**src/rtl/burst_map_pkg.sv**
```systemverilog
// Shared widths and request/response structs; memory bursts are powers of two up to S_MAX_BURST beats
package burst_map_pkg;

    // Word address, data and user flag widths shared by both sides
    localparam int ADDR_WIDTH = 16;
    localparam int DATA_WIDTH = 32;
    localparam int USER_WIDTH = 4;
    localparam int BYTEEN_WIDTH = DATA_WIDTH / 8;

    // Master bursts carry 1 to 16 beats and memory bursts carry 1 to 4 beats
    localparam int M_BURST_WIDTH = 5;
    localparam int S_BURST_WIDTH = 3;
    localparam int S_MAX_BURST = 1 << (S_BURST_WIDTH - 1);

    // User bit that marks a memory burst whose write response must be swallowed
    localparam int UFLAG_NO_REPLY = 0;

    // Memory bursts must start on a multiple of their own length
    localparam bit NATURAL_ALIGNMENT = 1'b1;

    // The memory model decodes only the low address bits
    localparam int MEM_ADDR_WIDTH = 8;
    localparam int MEM_DEPTH = 1 << MEM_ADDR_WIDTH;

    typedef logic [ADDR_WIDTH-1:0] addr_t;
    typedef logic [DATA_WIDTH-1:0] data_t;
    typedef logic [USER_WIDTH-1:0] user_t;
    typedef logic [BYTEEN_WIDTH-1:0] byteen_t;
    typedef logic [M_BURST_WIDTH-1:0] m_burst_t;
    typedef logic [S_BURST_WIDTH-1:0] s_burst_t;
    typedef logic [MEM_ADDR_WIDTH-1:0] mem_idx_t;

    typedef struct packed {
        logic read;
        addr_t address;
        m_burst_t burstcount;
        user_t user;
    } m_rd_req_t;

    typedef struct packed {
        logic read;
        addr_t address;
        s_burst_t burstcount;
        user_t user;
    } s_rd_req_t;

    typedef struct packed {
        logic write;
        addr_t address;
        m_burst_t burstcount;
        data_t writedata;
        byteen_t byteenable;
        user_t user;
    } m_wr_req_t;

    typedef struct packed {
        logic write;
        addr_t address;
        s_burst_t burstcount;
        data_t writedata;
        byteen_t byteenable;
        user_t user;
    } s_wr_req_t;

    typedef struct packed {
        logic readdatavalid;
        data_t readdata;
        user_t readresponseuser;
    } rd_rsp_t;

    typedef struct packed {
        logic writeresponsevalid;
        user_t writeresponseuser;
    } wr_rsp_t;

endpackage

```
**src/rtl/burst_gearbox.sv**
```systemverilog
// Splits one master burst into power-of-two memory bursts; a new master burst overrides any leftover
`timescale 1ns/1ns

module burst_gearbox
    import burst_map_pkg::*;
(
    input  logic     clk,
    input  logic     reset_n,
    input  logic     m_new_req,
    input  addr_t    m_addr,
    input  m_burst_t m_burstcount,
    input  logic     s_accept_req,
    output logic     s_req_complete,
    output addr_t    s_addr,
    output s_burst_t s_burstcount
);

    // Address of the next memory burst to offer
    addr_t cur_addr;

    // Beats of the master burst that have not been offered yet
    m_burst_t cur_cnt;

    // Size of the memory burst currently on offer
    s_burst_t offer;

    // Pick the largest power of two that fits the remaining count
    // and, when alignment is required, divides the current address
    always_comb
    begin
        logic aligned;

        offer = s_burst_t'(1);
        for (int i = 1; i < S_BURST_WIDTH; i++)
        begin
            if (NATURAL_ALIGNMENT)
            begin
                aligned = ((cur_addr & addr_t'((1 << i) - 1)) == '0);
            end
            else
            begin
                aligned = 1'b1;
            end

            // Sizes are tried in rising order, so the last hit is the largest
            if (aligned && (cur_cnt >= m_burst_t'(1 << i)))
            begin
                offer = s_burst_t'(1 << i);
            end
        end
    end

    assign s_addr = cur_addr;
    assign s_burstcount = offer;

    // The offered burst is the last piece when it drains the remaining count
    // Zero remaining means idle, which never matches a nonzero offer
    assign s_req_complete = (m_burst_t'(offer) == cur_cnt);

    always_ff @(posedge clk)
    begin
        if (m_new_req)
        begin
            // A new master burst only arrives after the previous one is fully offered
            cur_addr <= m_addr;
            cur_cnt <= m_burstcount;
        end
        else if (s_accept_req)
        begin
            cur_addr <= cur_addr + addr_t'(offer);
            cur_cnt <= cur_cnt - m_burst_t'(offer);
        end

        if (!reset_n)
        begin
            cur_cnt <= '0;
        end
    end

endmodule

```
**src/rtl/burst_map_rdwr.sv**
```systemverilog
// Maps 16-beat master bursts onto 4-beat memory bursts; the memory must echo user bits on responses
`timescale 1ns/1ns

module burst_map_rdwr
    import burst_map_pkg::*;
(
    input  logic      clk,
    input  logic      reset_n,

    input  m_rd_req_t m_rd_req,
    output logic      m_rd_waitrequest,
    output rd_rsp_t   m_rd_rsp,
    input  m_wr_req_t m_wr_req,
    output logic      m_wr_waitrequest,
    output wr_rsp_t   m_wr_rsp,

    output s_rd_req_t s_rd_req,
    input  logic      s_rd_waitrequest,
    input  rd_rsp_t   s_rd_rsp,
    output s_wr_req_t s_wr_req,
    input  logic      s_wr_waitrequest,
    input  wr_rsp_t   s_wr_rsp
);

    // Read side state
    logic rd_next;
    logic rd_complete;
    logic s_rd_read;
    user_t s_rd_user;
    addr_t s_rd_addr;
    s_burst_t s_rd_burstcount;

    // Write side state
    logic wr_complete;
    logic m_wr_sop;
    logic s_wr_sop;
    logic s_wr_write;
    data_t s_wr_data;
    byteen_t s_wr_be;
    user_t s_wr_user;
    addr_t s_wr_addr;
    s_burst_t s_wr_burstcount;

    // A new master read is taken when the memory is free and nothing of the
    // previous master burst is left to issue
    assign rd_next = !s_rd_waitrequest && (!s_rd_read || rd_complete);
    assign m_rd_waitrequest = !rd_next;

    burst_gearbox rd_gearbox (
        .clk            (clk),
        .reset_n        (reset_n),
        .m_new_req      (rd_next && m_rd_req.read),
        .m_addr         (m_rd_req.address),
        .m_burstcount   (m_rd_req.burstcount),
        .s_accept_req   (s_rd_read && !s_rd_waitrequest),
        .s_req_complete (rd_complete),
        .s_addr         (s_rd_addr),
        .s_burstcount   (s_rd_burstcount)
    );

    always_ff @(posedge clk)
    begin
        if (rd_next)
        begin
            s_rd_read <= m_rd_req.read;
            s_rd_user <= m_rd_req.user;
            // Every read piece must return data, so none is marked for dropping
            s_rd_user[UFLAG_NO_REPLY] <= 1'b0;
        end

        if (!reset_n)
        begin
            s_rd_read <= 1'b0;
        end
    end

    always_comb
    begin
        s_rd_req.read = s_rd_read;
        s_rd_req.address = s_rd_addr;
        s_rd_req.burstcount = s_rd_burstcount;
        s_rd_req.user = s_rd_user;
    end

    // Read data carries no burst framing and goes straight back
    assign m_rd_rsp = s_rd_rsp;

    // Writes are stalled only by the memory itself
    assign m_wr_waitrequest = s_wr_waitrequest;

    burst_gearbox wr_gearbox (
        .clk            (clk),
        .reset_n        (reset_n),
        .m_new_req      (m_wr_req.write && !s_wr_waitrequest && m_wr_sop),
        .m_addr         (m_wr_req.address),
        .m_burstcount   (m_wr_req.burstcount),
        .s_accept_req   (s_wr_write && !s_wr_waitrequest && s_wr_sop),
        .s_req_complete (wr_complete),
        .s_addr         (s_wr_addr),
        .s_burstcount   (s_wr_burstcount)
    );

    burst_sop_tracker #(
        .BURST_CNT_WIDTH (M_BURST_WIDTH)
    ) m_sop_tracker (
        .clk        (clk),
        .reset_n    (reset_n),
        .flit_valid (m_wr_req.write && !m_wr_waitrequest),
        .burstcount (m_wr_req.burstcount),
        .sop        (m_wr_sop)
    );

    burst_sop_tracker #(
        .BURST_CNT_WIDTH (S_BURST_WIDTH)
    ) s_sop_tracker (
        .clk        (clk),
        .reset_n    (reset_n),
        .flit_valid (s_wr_write && !s_wr_waitrequest),
        .burstcount (s_wr_burstcount),
        .sop        (s_wr_sop)
    );

    // Each accepted beat is held for exactly one cycle unless the memory stalls
    always_ff @(posedge clk)
    begin
        if (!s_wr_waitrequest)
        begin
            s_wr_write <= m_wr_req.write;
            s_wr_data <= m_wr_req.writedata;
            s_wr_be <= m_wr_req.byteenable;
            // User bits are only valid on the master's first beat
            if (m_wr_req.write && m_wr_sop)
            begin
                s_wr_user <= m_wr_req.user;
            end
        end

        if (!reset_n)
        begin
            s_wr_write <= 1'b0;
        end
    end

    always_comb
    begin
        s_wr_req.write = s_wr_write;
        s_wr_req.address = s_wr_addr;
        s_wr_req.burstcount = s_wr_burstcount;
        s_wr_req.writedata = s_wr_data;
        s_wr_req.byteenable = s_wr_be;
        s_wr_req.user = s_wr_user;
        // Only the last piece of a master burst may produce a visible response
        s_wr_req.user[UFLAG_NO_REPLY] = !(wr_complete && s_wr_sop);
    end

    // Responses to injected pieces are swallowed here
    assign m_wr_rsp.writeresponsevalid = s_wr_rsp.writeresponsevalid
                                         && !s_wr_rsp.writeresponseuser[UFLAG_NO_REPLY];
    assign m_wr_rsp.writeresponseuser = s_wr_rsp.writeresponseuser;

endmodule

```
**src/rtl/burst_sop_tracker.sv**
```systemverilog
// Tracks write burst framing from accepted beats only; burstcount is sampled on the first beat
`timescale 1ns/1ns

module burst_sop_tracker #(
    parameter int BURST_CNT_WIDTH = 3
) (
    input  logic                       clk,
    input  logic                       reset_n,
    input  logic                       flit_valid,
    input  logic [BURST_CNT_WIDTH-1:0] burstcount,
    output logic                       sop
);

    // Beats still owed by the burst in flight, zero between bursts
    logic [BURST_CNT_WIDTH-1:0] beats_left;

    // The next accepted beat opens a new burst when nothing is owed
    assign sop = (beats_left == '0);

    always_ff @(posedge clk)
    begin
        if (flit_valid)
        begin
            if (sop)
            begin
                // The first beat itself is consumed here
                beats_left <= burstcount - BURST_CNT_WIDTH'(1);
            end
            else
            begin
                beats_left <= beats_left - BURST_CNT_WIDTH'(1);
            end
        end

        if (!reset_n)
        begin
            beats_left <= '0;
        end
    end

endmodule

```
**config.mk**
```make
export PLATFORM = sky130hd
export DESIGN_NAME = burst_map_rdwr
export DESIGN_NICKNAME = d
export VERILOG_FILES = /design/src/rtl/burst_map_pkg.sv /design/src/rtl/burst_gearbox.sv /design/src/rtl/burst_map_rdwr.sv /design/src/rtl/burst_sop_tracker.sv
export SDC_FILE = /design/constraint.sdc
export NUM_CORES = 1
export LEC_CHECK = 0
export ABC_AREA = 1
export BUFFER_PORTS_ARGS = -buffer_cell sky130_fd_sc_hd__buf_2
export CORE_ASPECT_RATIO = 0.7
export CORE_MARGIN = 1.5
export CORE_UTILIZATION = 50
export DETAILED_ROUTE_END_ITERATION = 16
export GPL_ROUTABILITY_DRIVEN = 0
export PLACE_DENSITY_LB_ADDON = 0.3
export SLEW_MARGIN = 20
export SYNTH_ARGS = -nofsm -noshare
export SYNTH_HDL_FRONTEND = slang
export SYNTH_SLANG_ARGS = --single-unit
export TNS_END_PERCENT = 1
```
**constraint.sdc**
```tcl
create_clock -name clk -period 3.7 [get_ports clk]
set_clock_uncertainty 0.1 [all_clocks]
set_input_delay 0.555 -clock clk [delete_from_list [all_inputs] [get_ports clk]]
set_output_delay 0.555 -clock clk [all_outputs]
set_load 0.02 [all_outputs]
```
# == After elaboration in Yosys (flattened, before gate mapping) ==
# Index checks and enable logic that the tools add are counted.
# classes
addsub,8
reduce_logical,30
n_mux,14
eq_ne,2
n_lt_le_gt_ge,4
bitwise_logic,1
# ops
op,n
$logic_not 16->1,4
$mux 16,4
$add 16x3->16,2
$mux 5,5
$logic_and 1x1->1,14
$eq 3x5->1,2
$ge 5x2->1 const B,2
$ge 5x3->1 const B,2
$sub 5x1->5 const B,2
$sub 5x3->5,2
$mux 3,3
$logic_not 1->1,6
$sub 3x1->3 const B,2
$logic_not 5->1,1
$mux 2,2
$reduce_bool 2->1,2
$logic_not 3->1,1
$reduce_and 2->1,1
$logic_or 1x1->1,1
$not 1->1,1
# word_totals
out_inout_bits,128
regBits,95
word_cells,71

# == Logic depth before layout (Yosys ltp) ==
# Gate-level depths: netlist of run 1.
# logic_depth
depth_word,9
mapped_depth,15
depth_no_buf,15

# == By module ==
# A second synthesis of run 1 with hierarchy kept.
# hier_totals
cells_unflattened,652
area_unflattened_um2,5454.0
# modules_own_cells
module,area_each_um2,instances,cells_each,seq_area_each_um2
burst_gearbox,1600.3,2,231,580.6
burst_map_rdwr,1756.7,1,116,1301.2
burst_sop_tracker at m_sop_tracker,326.6,1,48,100.1
burst_sop_tracker at s_sop_tracker,170.2,1,26,60.1

# == Worst setup path after synthesis of run 1 ==
# No wires, ideal clock.
# synth_path
path_type,reg2out
from,"reg rd_gearbox.cur_addr[0], in the netlist rd_gearbox.s_addr[0]"
to,out m_rd_waitrequest
t_arrival_ps,2526
required_time_ps,3045
stages_incl_launch_ff,11
path_slack_ps,519
cell_sequence,edfxtp_1 -> inv_1 -> o21ai_0 -> nor2_1 -> inv_1 -> ha_1 -> nand4_1 -> nand2_2 -> inv_1 -> nor2_1 -> inv_1
# synth_lines
item,line,rtl
"start, declared",burst_gearbox.sv:19,addr_t cur_addr;
"start signal, assigned",burst_gearbox.sv:65,cur_addr <= m_addr;
"start signal, assigned",burst_gearbox.sv:70,cur_addr <= cur_addr + addr_t'(offer);
"end, declared",burst_map_rdwr.sv:11,"output logic m_rd_waitrequest,"

# == Final worst setup path of run 1 ==
# layout_path
from,"reg rd_gearbox.cur_addr[0], in the netlist rd_gearbox.s_addr[0]"
to,out m_rd_waitrequest
# layout_via
elab_chain_len,8
elab_cells_between_ends,10
cone_classes,eq/ne: 1; mux: 2; reduce/logical: 7
# layout_rtl
item,line,rtl
$logic_not 16->1,burst_gearbox.sv:38,aligned = ((cur_addr & addr_t'((1 << i) - 1)) == '0);
$logic_and 1x1->1,burst_gearbox.sv:46,if (aligned && (cur_cnt >= m_burst_t'(1 << i)))
$mux 2,burst_gearbox.sv:46,
$mux 3 *,burst_gearbox.sv:46,
$eq 3x5->1 *,burst_gearbox.sv:58,assign s_req_complete = (m_burst_t'(offer) == cur_cnt);
$logic_or 1x1->1 *,burst_map_rdwr.sv:46,assign rd_next = !s_rd_waitrequest && (!s_rd_read || rd_complete);
$logic_and 1x1->1 *,burst_map_rdwr.sv:46,
$logic_not 1->1 *,burst_map_rdwr.sv:47,assign m_rd_waitrequest = !rd_next;
# Every way passes the cells marked *; elsewhere a longest branch is shown, timed or not.

==> results of run 1 <==
## metal layers
metal	up-vias	routed length [um]	global-route usage
met4	0	170	0.0579
met5	-	0	0
li1	2117	-	-
met1	1932	5300	0.272
met3	25	813	0.0569
met2	136	6010	0.364
## power by group through the flow
| stage | logic, mW | clock network, mW | registers, mW |
|---|---|---|---|
| 2_1_floorplan | 0.503 | 0 | 1.40 |
| 3_3_place_gp | 0.706 | 0 | 1.33 |
| 3_5_place_dp | 0.728 | 0 | 1.33 |
| 4_1_cts | 0.731 | 0.950 | 1.31 |
| 5_1_grt | 0.811 | 0.984 | 1.32 |
| 6_report | 0.728 | 0.926 | 1.31 |
## cell families after synthesis
logic type,Yosys count
compound gates,83
xor+xnor,16
fa+ha+maj,15
buf+inv,127
flops,94
other cells,1
simple gates,226
## final timing paths
kind | to | slack [ns] | cells after the start | from
worst min-delay path | s_wr_user[3] | 0.29 | 1 | m_wr_req[3]
worst max register to register | rd_gearbox.s_addr[5] | 0.86 | 11 | rd_gearbox.s_addr[0]
worst max-delay path | m_rd_waitrequest | 0.27 | 11 | rd_gearbox.s_addr[0]
worst min register to register | rd_gearbox.cur_cnt[4] | 0.42 | 2 | rd_gearbox.cur_cnt[4]
## flip-flops by register name (all words and copies together) (netlist names)
name and count:
wr_gearbox.s_addr 16, s_wr_data 32, rd_gearbox.s_addr 16, s_sop_tracker.beats_left 3
wr_gearbox.cur_cnt 5, s_wr_user 3, rd_gearbox.cur_cnt 5, m_sop_tracker.beats_left 5
s_rd_user 3, s_wr_be 4, s_rd_read 1, s_wr_write 1
## worst reg2reg max path: cells and delay by family, from the launching register on
family,cells,cell delay (ns)
fa+ha+maj,1,0.32
buf+inv,3,0.49
compound gates,2,0.27
flops,1,0.48
simple gates,5,0.92
## cell usage in the layout, fill, tap and decap left out, drive strengths merged
cell type / count
buf: 179
nand2: 119
inv: 75
edfxtp: 74
nor2: 49
o21ai: 37
nand3: 30
a21oi: 24
dfxtp: 20
ha: 13
a31oi: 11
xnor2: 10
clkbuf: 9
nand4: 9
nor3: 7
xor2: 6
nand3b: 5
o21bai: 4
and3: 3
clkinv: 3
or2: 3
o211ai: 2
fa: 2
clkinvlp: 2
o22ai: 2
a21o: 1
nor4: 1
a21boi: 1
a211oi: 1
conb: 1
bufinv: 1
## cell type report
class / instances / area, um2 / area share
multi-input cells: 341 / 2040 / 0.323
clock inverters: 6 / 71.3 / 0.0113
flip-flops and latches: 94 / 2620 / 0.416
clock buffers: 9 / 225 / 0.0357
well taps: 132 / 165 / 0.0262
inverters: 75 / 289 / 0.0458
repair buffers: 179 / 898 / 0.142
==> flow_summary.toml, run 1 <==
[timing]
worst_hold_slack_ns = 0.291
slew_headroom = 0.470
crit_share_post_route = 0.926
finalWorstPathRequiredPeriod_ns = 3.43
report.final.setup_viol = 0
totalNegativeSetupSlack_ns = 0
hold_viol_final = 0
timing.final.ws_setup_ns = 0.273
slew_viol_final = 0
worst_tran_pin_value_ns = 0.794
max_freq_mhz = 292
rsz0062_at_grt = "false"

[route]
first_pass_iters = 4
ant_nets = 0
initialDrtViolationCount = 230
average_wire_per_cell_in_the_routed_design_um = 14.7
finalWirelength_um = 12300
drc_errors = 0
num_vias = 4210
route.detailed.vias_per_inst = 5.04

[logic_synthesis]
yosys-mux-area-fraction = 0
asyncSetResetFlopFracSynth = 0
top_area_cell_type_share_of_the_netlist_area = 0.414
ys_seq_area_frac = 0.489
synth_cell_types = 53
synth_edf_count = 74
netlist.top_cell.by_area = "edfxtp_1"
synthesis.area_per_instance_um2 = 9.55
synth_nets = 711
yosys.area_share.xor_xnor = 0.0261
yosys_register_bits = 94
synth_compound_area_frac = 0.0972
syn-instance-count = 562
synthFlopType = "edfxtp_1"
post-synth-top-count-cell = "nand2_1"
netlist_area_um2 = 5370
yosysWarnings = 0
synth_adder_area_share = 0.0378
ys_top_cells_by_count = "nand2_1, edfxtp_1, inv_1, buf_4, nor2_1"
post_synth_and_or_nand_nor_area_fraction = 0.218
yosys-top-cells-area = "edfxtp_1, dfxtp_1, nand2_1"
combinational_family_with_the_most_area_after_synthesis = "simple AND/OR/NAND/NOR gates"

[place]
post-place-ws_ns = 0.677
post-place-cells = 821
place.detailed.hpwl_um = 9450
numPortBuffers = 178
cell_area_after_placement_um2 = 6010

[grt]
grt_start_max_net_pins = 37
global_route_wire_length_before_repair_um = 19100
grt_pass1_vias = 3866
grt_overflow = 0
globalRouteTotalUtil = 0.212
antenna_found_initial = 0

[power]
power.share.switching = 0.310
power_leakage_nw = 2.91
p_switching_uw = 919
clock_power_share = 0.313
p_seq_frac = 0.442
comb_power_share = 0.246
power.internal_mw = 2.04
power.density_cell_area_nw_per_um2 = 469
vdd.ir_drop.worst_mv = 0.251
total_power_mw = 2.96

[clock_tree]
worst_setup_hold_path_clk_slew_ns = 0.07
root_buffer = "clkbuf_16"
cts_post_setup_buffers_inserted = 0
cts_htree_levels = 3
holdBufCountCts = 0
max-clock-path-buffers = 2
cts_tree = "yes"
clock_latency_reported_for_the_late_side_of_the_worst_skew_pair_ns = 0.34
clock-sinks = 94
post_cts_resize_count = 0
tritoncts.num_buffers = 9

[job]
max_cap_viol_count = 0

[final_layout]
fraction_of_final_layout_cells_sized_beyond_drive_strength_1 = 0.365
final_cells = 836
finish.instance_area_um2 = 6310
finish.utilization = 0.607
fill_cells = 927
insertedDiodeCount = 0
finalNetCount = 849
synthToLayoutAreaGrowth_pct = 17.6

[critical_path]
timing.critical_path.max_delay_family = "simple AND/OR/NAND/NOR gates"
path_buf_inv = 5
timing.critical_path.slowest_stage_cell = "edfxtp_1"
worst_setup_end_kind = "primary output"
startpoint_type = "register"
critPathArrivalTime_ns = 2.77
critical_path_class = "register to primary output"
max_stage_delay_ns = 0.48
timing.critical_path.mode_cell = "inv_1"
worst-path-max-fanout = 6
crit_required_ns = 3.04
cp_cell_sequence = "inv_1 > o21ai_0 > nor2_1 > inv_1 > ha_1 > nand4_1 > nand2_2 > inv_1 > nor2_1 > inv_1 > buf_2"

[floorplan]
floorplan.die_area_um2 = 11400
die_height_um = 89.7
boundaryPins = 262
std_cell_rows = 31
initial_core_util = 0.516
die_w_um = 127
core_um2 = 10400

[min_path]
worst_hold_path_type = "input port to register"

[outcome]
run_status = "completed"
Note: power is estimated with default switching activity, not from simulation.
==> inputs of run 2 (changes only) <==
--- a/config.mk
+++ b/config.mk
@@ -5,13 +5,13 @@
 export SDC_FILE = /design/constraint.sdc
 export NUM_CORES = 1
 export LEC_CHECK = 0
-export ABC_AREA = 1
 export BUFFER_PORTS_ARGS = -buffer_cell sky130_fd_sc_hd__buf_2
 export CORE_ASPECT_RATIO = 0.7
 export CORE_MARGIN = 1.5
-export CORE_UTILIZATION = 50
+export CORE_UTILIZATION = 49
 export DETAILED_ROUTE_END_ITERATION = 16
 export GPL_ROUTABILITY_DRIVEN = 0
+export MAX_ROUTING_LAYER = met4
 export PLACE_DENSITY_LB_ADDON = 0.3
 export SLEW_MARGIN = 20
 export SYNTH_ARGS = -nofsm -noshare
==> run 2 against run 1 <==
  * Combinational power is 19% higher
  * Worst setup slack better by 0.34 ns
  * Sequential cell count stayed put
  * Area after synthesis is 9.3% lower
  * Synthesized cell count is 18% lower
  * Register-to-register slack worse by 0.15 ns
  * Critical path type unchanged
==> flow_summary.toml, run 2 <==
[outcome]
run_status = "completed"

[grt]
grt_start_max_net_pins = 37
global_route_wire_length_before_repair_um = 17000
globalRouteTotalUtil = 0.214
antenna_found_initial = 0
grt_overflow = 0
grt_pass1_vias = 3494

[timing]
totalNegativeSetupSlack_ns = 0
worst_tran_pin_value_ns = 0.792
slew_headroom = 0.471
hold_viol_final = 0
rsz0062_at_grt = "false"
finalWorstPathRequiredPeriod_ns = 3.09
report.final.setup_viol = 0
slew_viol_final = 0
crit_share_post_route = 0.835
max_freq_mhz = 323

[logic_synthesis]
synth_edf_count = 74
yosysWarnings = 0
synthFlopType = "edfxtp_1"
yosys_register_bits = 94
asyncSetResetFlopFracSynth = 0
netlist.top_cell.by_area = "edfxtp_1"
synth_nets = 609
synth_cell_types = 44
yosys-top-cells-area = "edfxtp_1, dfxtp_1, buf_4"
ys_seq_area_frac = 0.539
ys_top_cells_by_count = "edfxtp_1, nand2_1, buf_4, o21ai_0, nor2_1"
top_area_cell_type_share_of_the_netlist_area = 0.457
synthesis.area_per_instance_um2 = 10.6
syn-instance-count = 460
netlist_area_um2 = 4870
post-synth-top-count-cell = "edfxtp_1"

[critical_path]
worst-path-max-fanout = 8
r2r_setup_slack_ns = 0.71
startpoint_type = "register"
critPathArrivalTime_ns = 2.44
worst_setup_end_kind = "primary output"
timing.critical_path.slowest_stage_cell = "edfxtp_1"
critical_path.reg2reg.endpoint = "wr_gearbox.s_addr[15]"
critical_path_class = "register to primary output"
r2r_cells = 8
max_stage_delay_ns = 0.51
startpoint = "rd_gearbox.s_addr[0]"
crit_required_ns = 3.04
cp_cell_sequence = "nor3_1 > inv_1 > ha_1 > and3_1 > nand2_1 > a21o_1 > buf_2"
worst_r2r_startpoint = "wr_gearbox.s_addr[0]"

[floorplan]
die_height_um = 86.4
initial_core_util = 0.502
floorplan.die_area_um2 = 10500
std_cell_rows = 30
boundaryPins = 262
core_um2 = 9680
die_w_um = 122

[job]
max_cap_viol_count = 0

[final_layout]
synthToLayoutAreaGrowth_pct = 19.8
finalNetCount = 744
fraction_of_final_layout_cells_sized_beyond_drive_strength_1 = 0.347
insertedDiodeCount = 0
layout_common_cells = "buf_2, edfxtp_1, nand2_1"
regMostFlops = "s_wr_data"
ff_latch_area_um2 = 2620
fill_cells = 850
largest_register_ff_count = 32
finish.utilization = 0.602
multi_input_area_um2 = 1770
final_common_cell = "buf_2"

[clock_tree]
post_cts_resize_count = 0
cts_tree = "yes"
tritoncts.num_buffers = 9
cts_post_setup_buffers_inserted = 0
cts_htree_levels = 3
holdBufCountCts = 0
worst_setup_hold_path_clk_slew_ns = 0.07
clock-sinks = 94
clock_latency_reported_for_the_late_side_of_the_worst_skew_pair_ns = 0.34
max-clock-path-buffers = 2
root_buffer = "clkbuf_16"

[min_path]
hold_depth = 1
hold_endpoint = "s_wr_data[27]"
worst_hold_path_type = "input port to register"
hp-start = "m_wr_req[35]"

[route]
route.detailed.vias_per_inst = 5.18
num_vias = 3772
ant_nets = 0
first_pass_iters = 5
average_wire_per_cell_in_the_routed_design_um = 15.2
initialDrtViolationCount = 276
drc_errors = 0
finalWirelength_um = 11100

[place]
place.detailed.hpwl_um = 8340
numPortBuffers = 178

[power]
power.density_cell_area_nw_per_um2 = 540
power_leakage_nw = 2.42
vdd.ir_drop.worst_mv = 0.300
[run 2: cell count changes after synthesis, sizes merged, moves of 9 or more]
cell	change
nand2	-65
a211oi	+9
xnor2	+11
nand3	-15
nor2	-19
a31oi	-10
inv	-54
[run 2: metal layers]
metal | global-route usage | up-vias | share of wire
li1 | - | 1847 | -
met1 | 0.269 | 1743 | 0.44
met2 | 0.330 | 156 | 0.45
met3 | 0.0638 | 26 | 0.084
met4 | 0.0761 | 0 | 0.024
met5 | - | - | 0
[run 2: kinds of logic after synthesis]
kind of cell	Yosys count	synth area share
and+or+nand+nor	149	0.151
DFF	94	0.539
AOI/OAI and AO/OA	87	0.102
buffers and inverters	77	0.0980
xor gates and xnor gates	35	0.0630
adders and majority gates	15	0.0417
muxes	2	0.00437
other	1	0.000771
[run 2: how the worst max path moves through the flow]
stage / end
floorplan: wr_gearbox.s_addr[15]
global placement: wr_gearbox.s_addr[15]
detailed placement: wr_gearbox.s_addr[15]
CTS: m_rd_waitrequest
global route: s_wr_req[0]
finish: m_rd_waitrequest
[run 2: metrics by stage]
step                cells  setup slack (ns)  total power, mW  cell area, um2  hold WS [ns]
global placement      712             0.816             2.23            5540         0.364
finish                728             0.609             3.15            5830         0.284
detailed placement    712             0.764             2.26            5540         0.388
CTS                   728             0.602             3.17            5830         0.267
floorplan             460             0.510             2.06            4870         0.349
global route          728             0.448             3.32            5830         0.265
[run 2: final cells by class]
cell class              instances  area share
well taps                     128      0.0275
inverters                      19      0.0122
repair buffers                182       0.158
flip-flops and latches         94       0.450
multi-input cells             289       0.303
clock buffers                   9      0.0386
clock inverters                 7      0.0109
[run 2: report_power, final]
| group | switching (mW) | internal (mW) | leakage [nW] | total [mW] |
|---|---|---|---|---|
| combinational | 0.526 | 0.342 | 1.41 | 0.868 |
| sequential | 0.0887 | 1.29 | 0.874 | 1.38 |
| clock | 0.430 | 0.472 | 0.137 | 0.903 |
[run 2: worst max-delay path, delay by kind of cell, from the launching register on]
kind            cells  cell delay [ns]
flops               1             0.51
buf+inv             2             0.25
simple gates        3             0.76
fa+ha+maj           1             0.37
compound gates      1             0.20
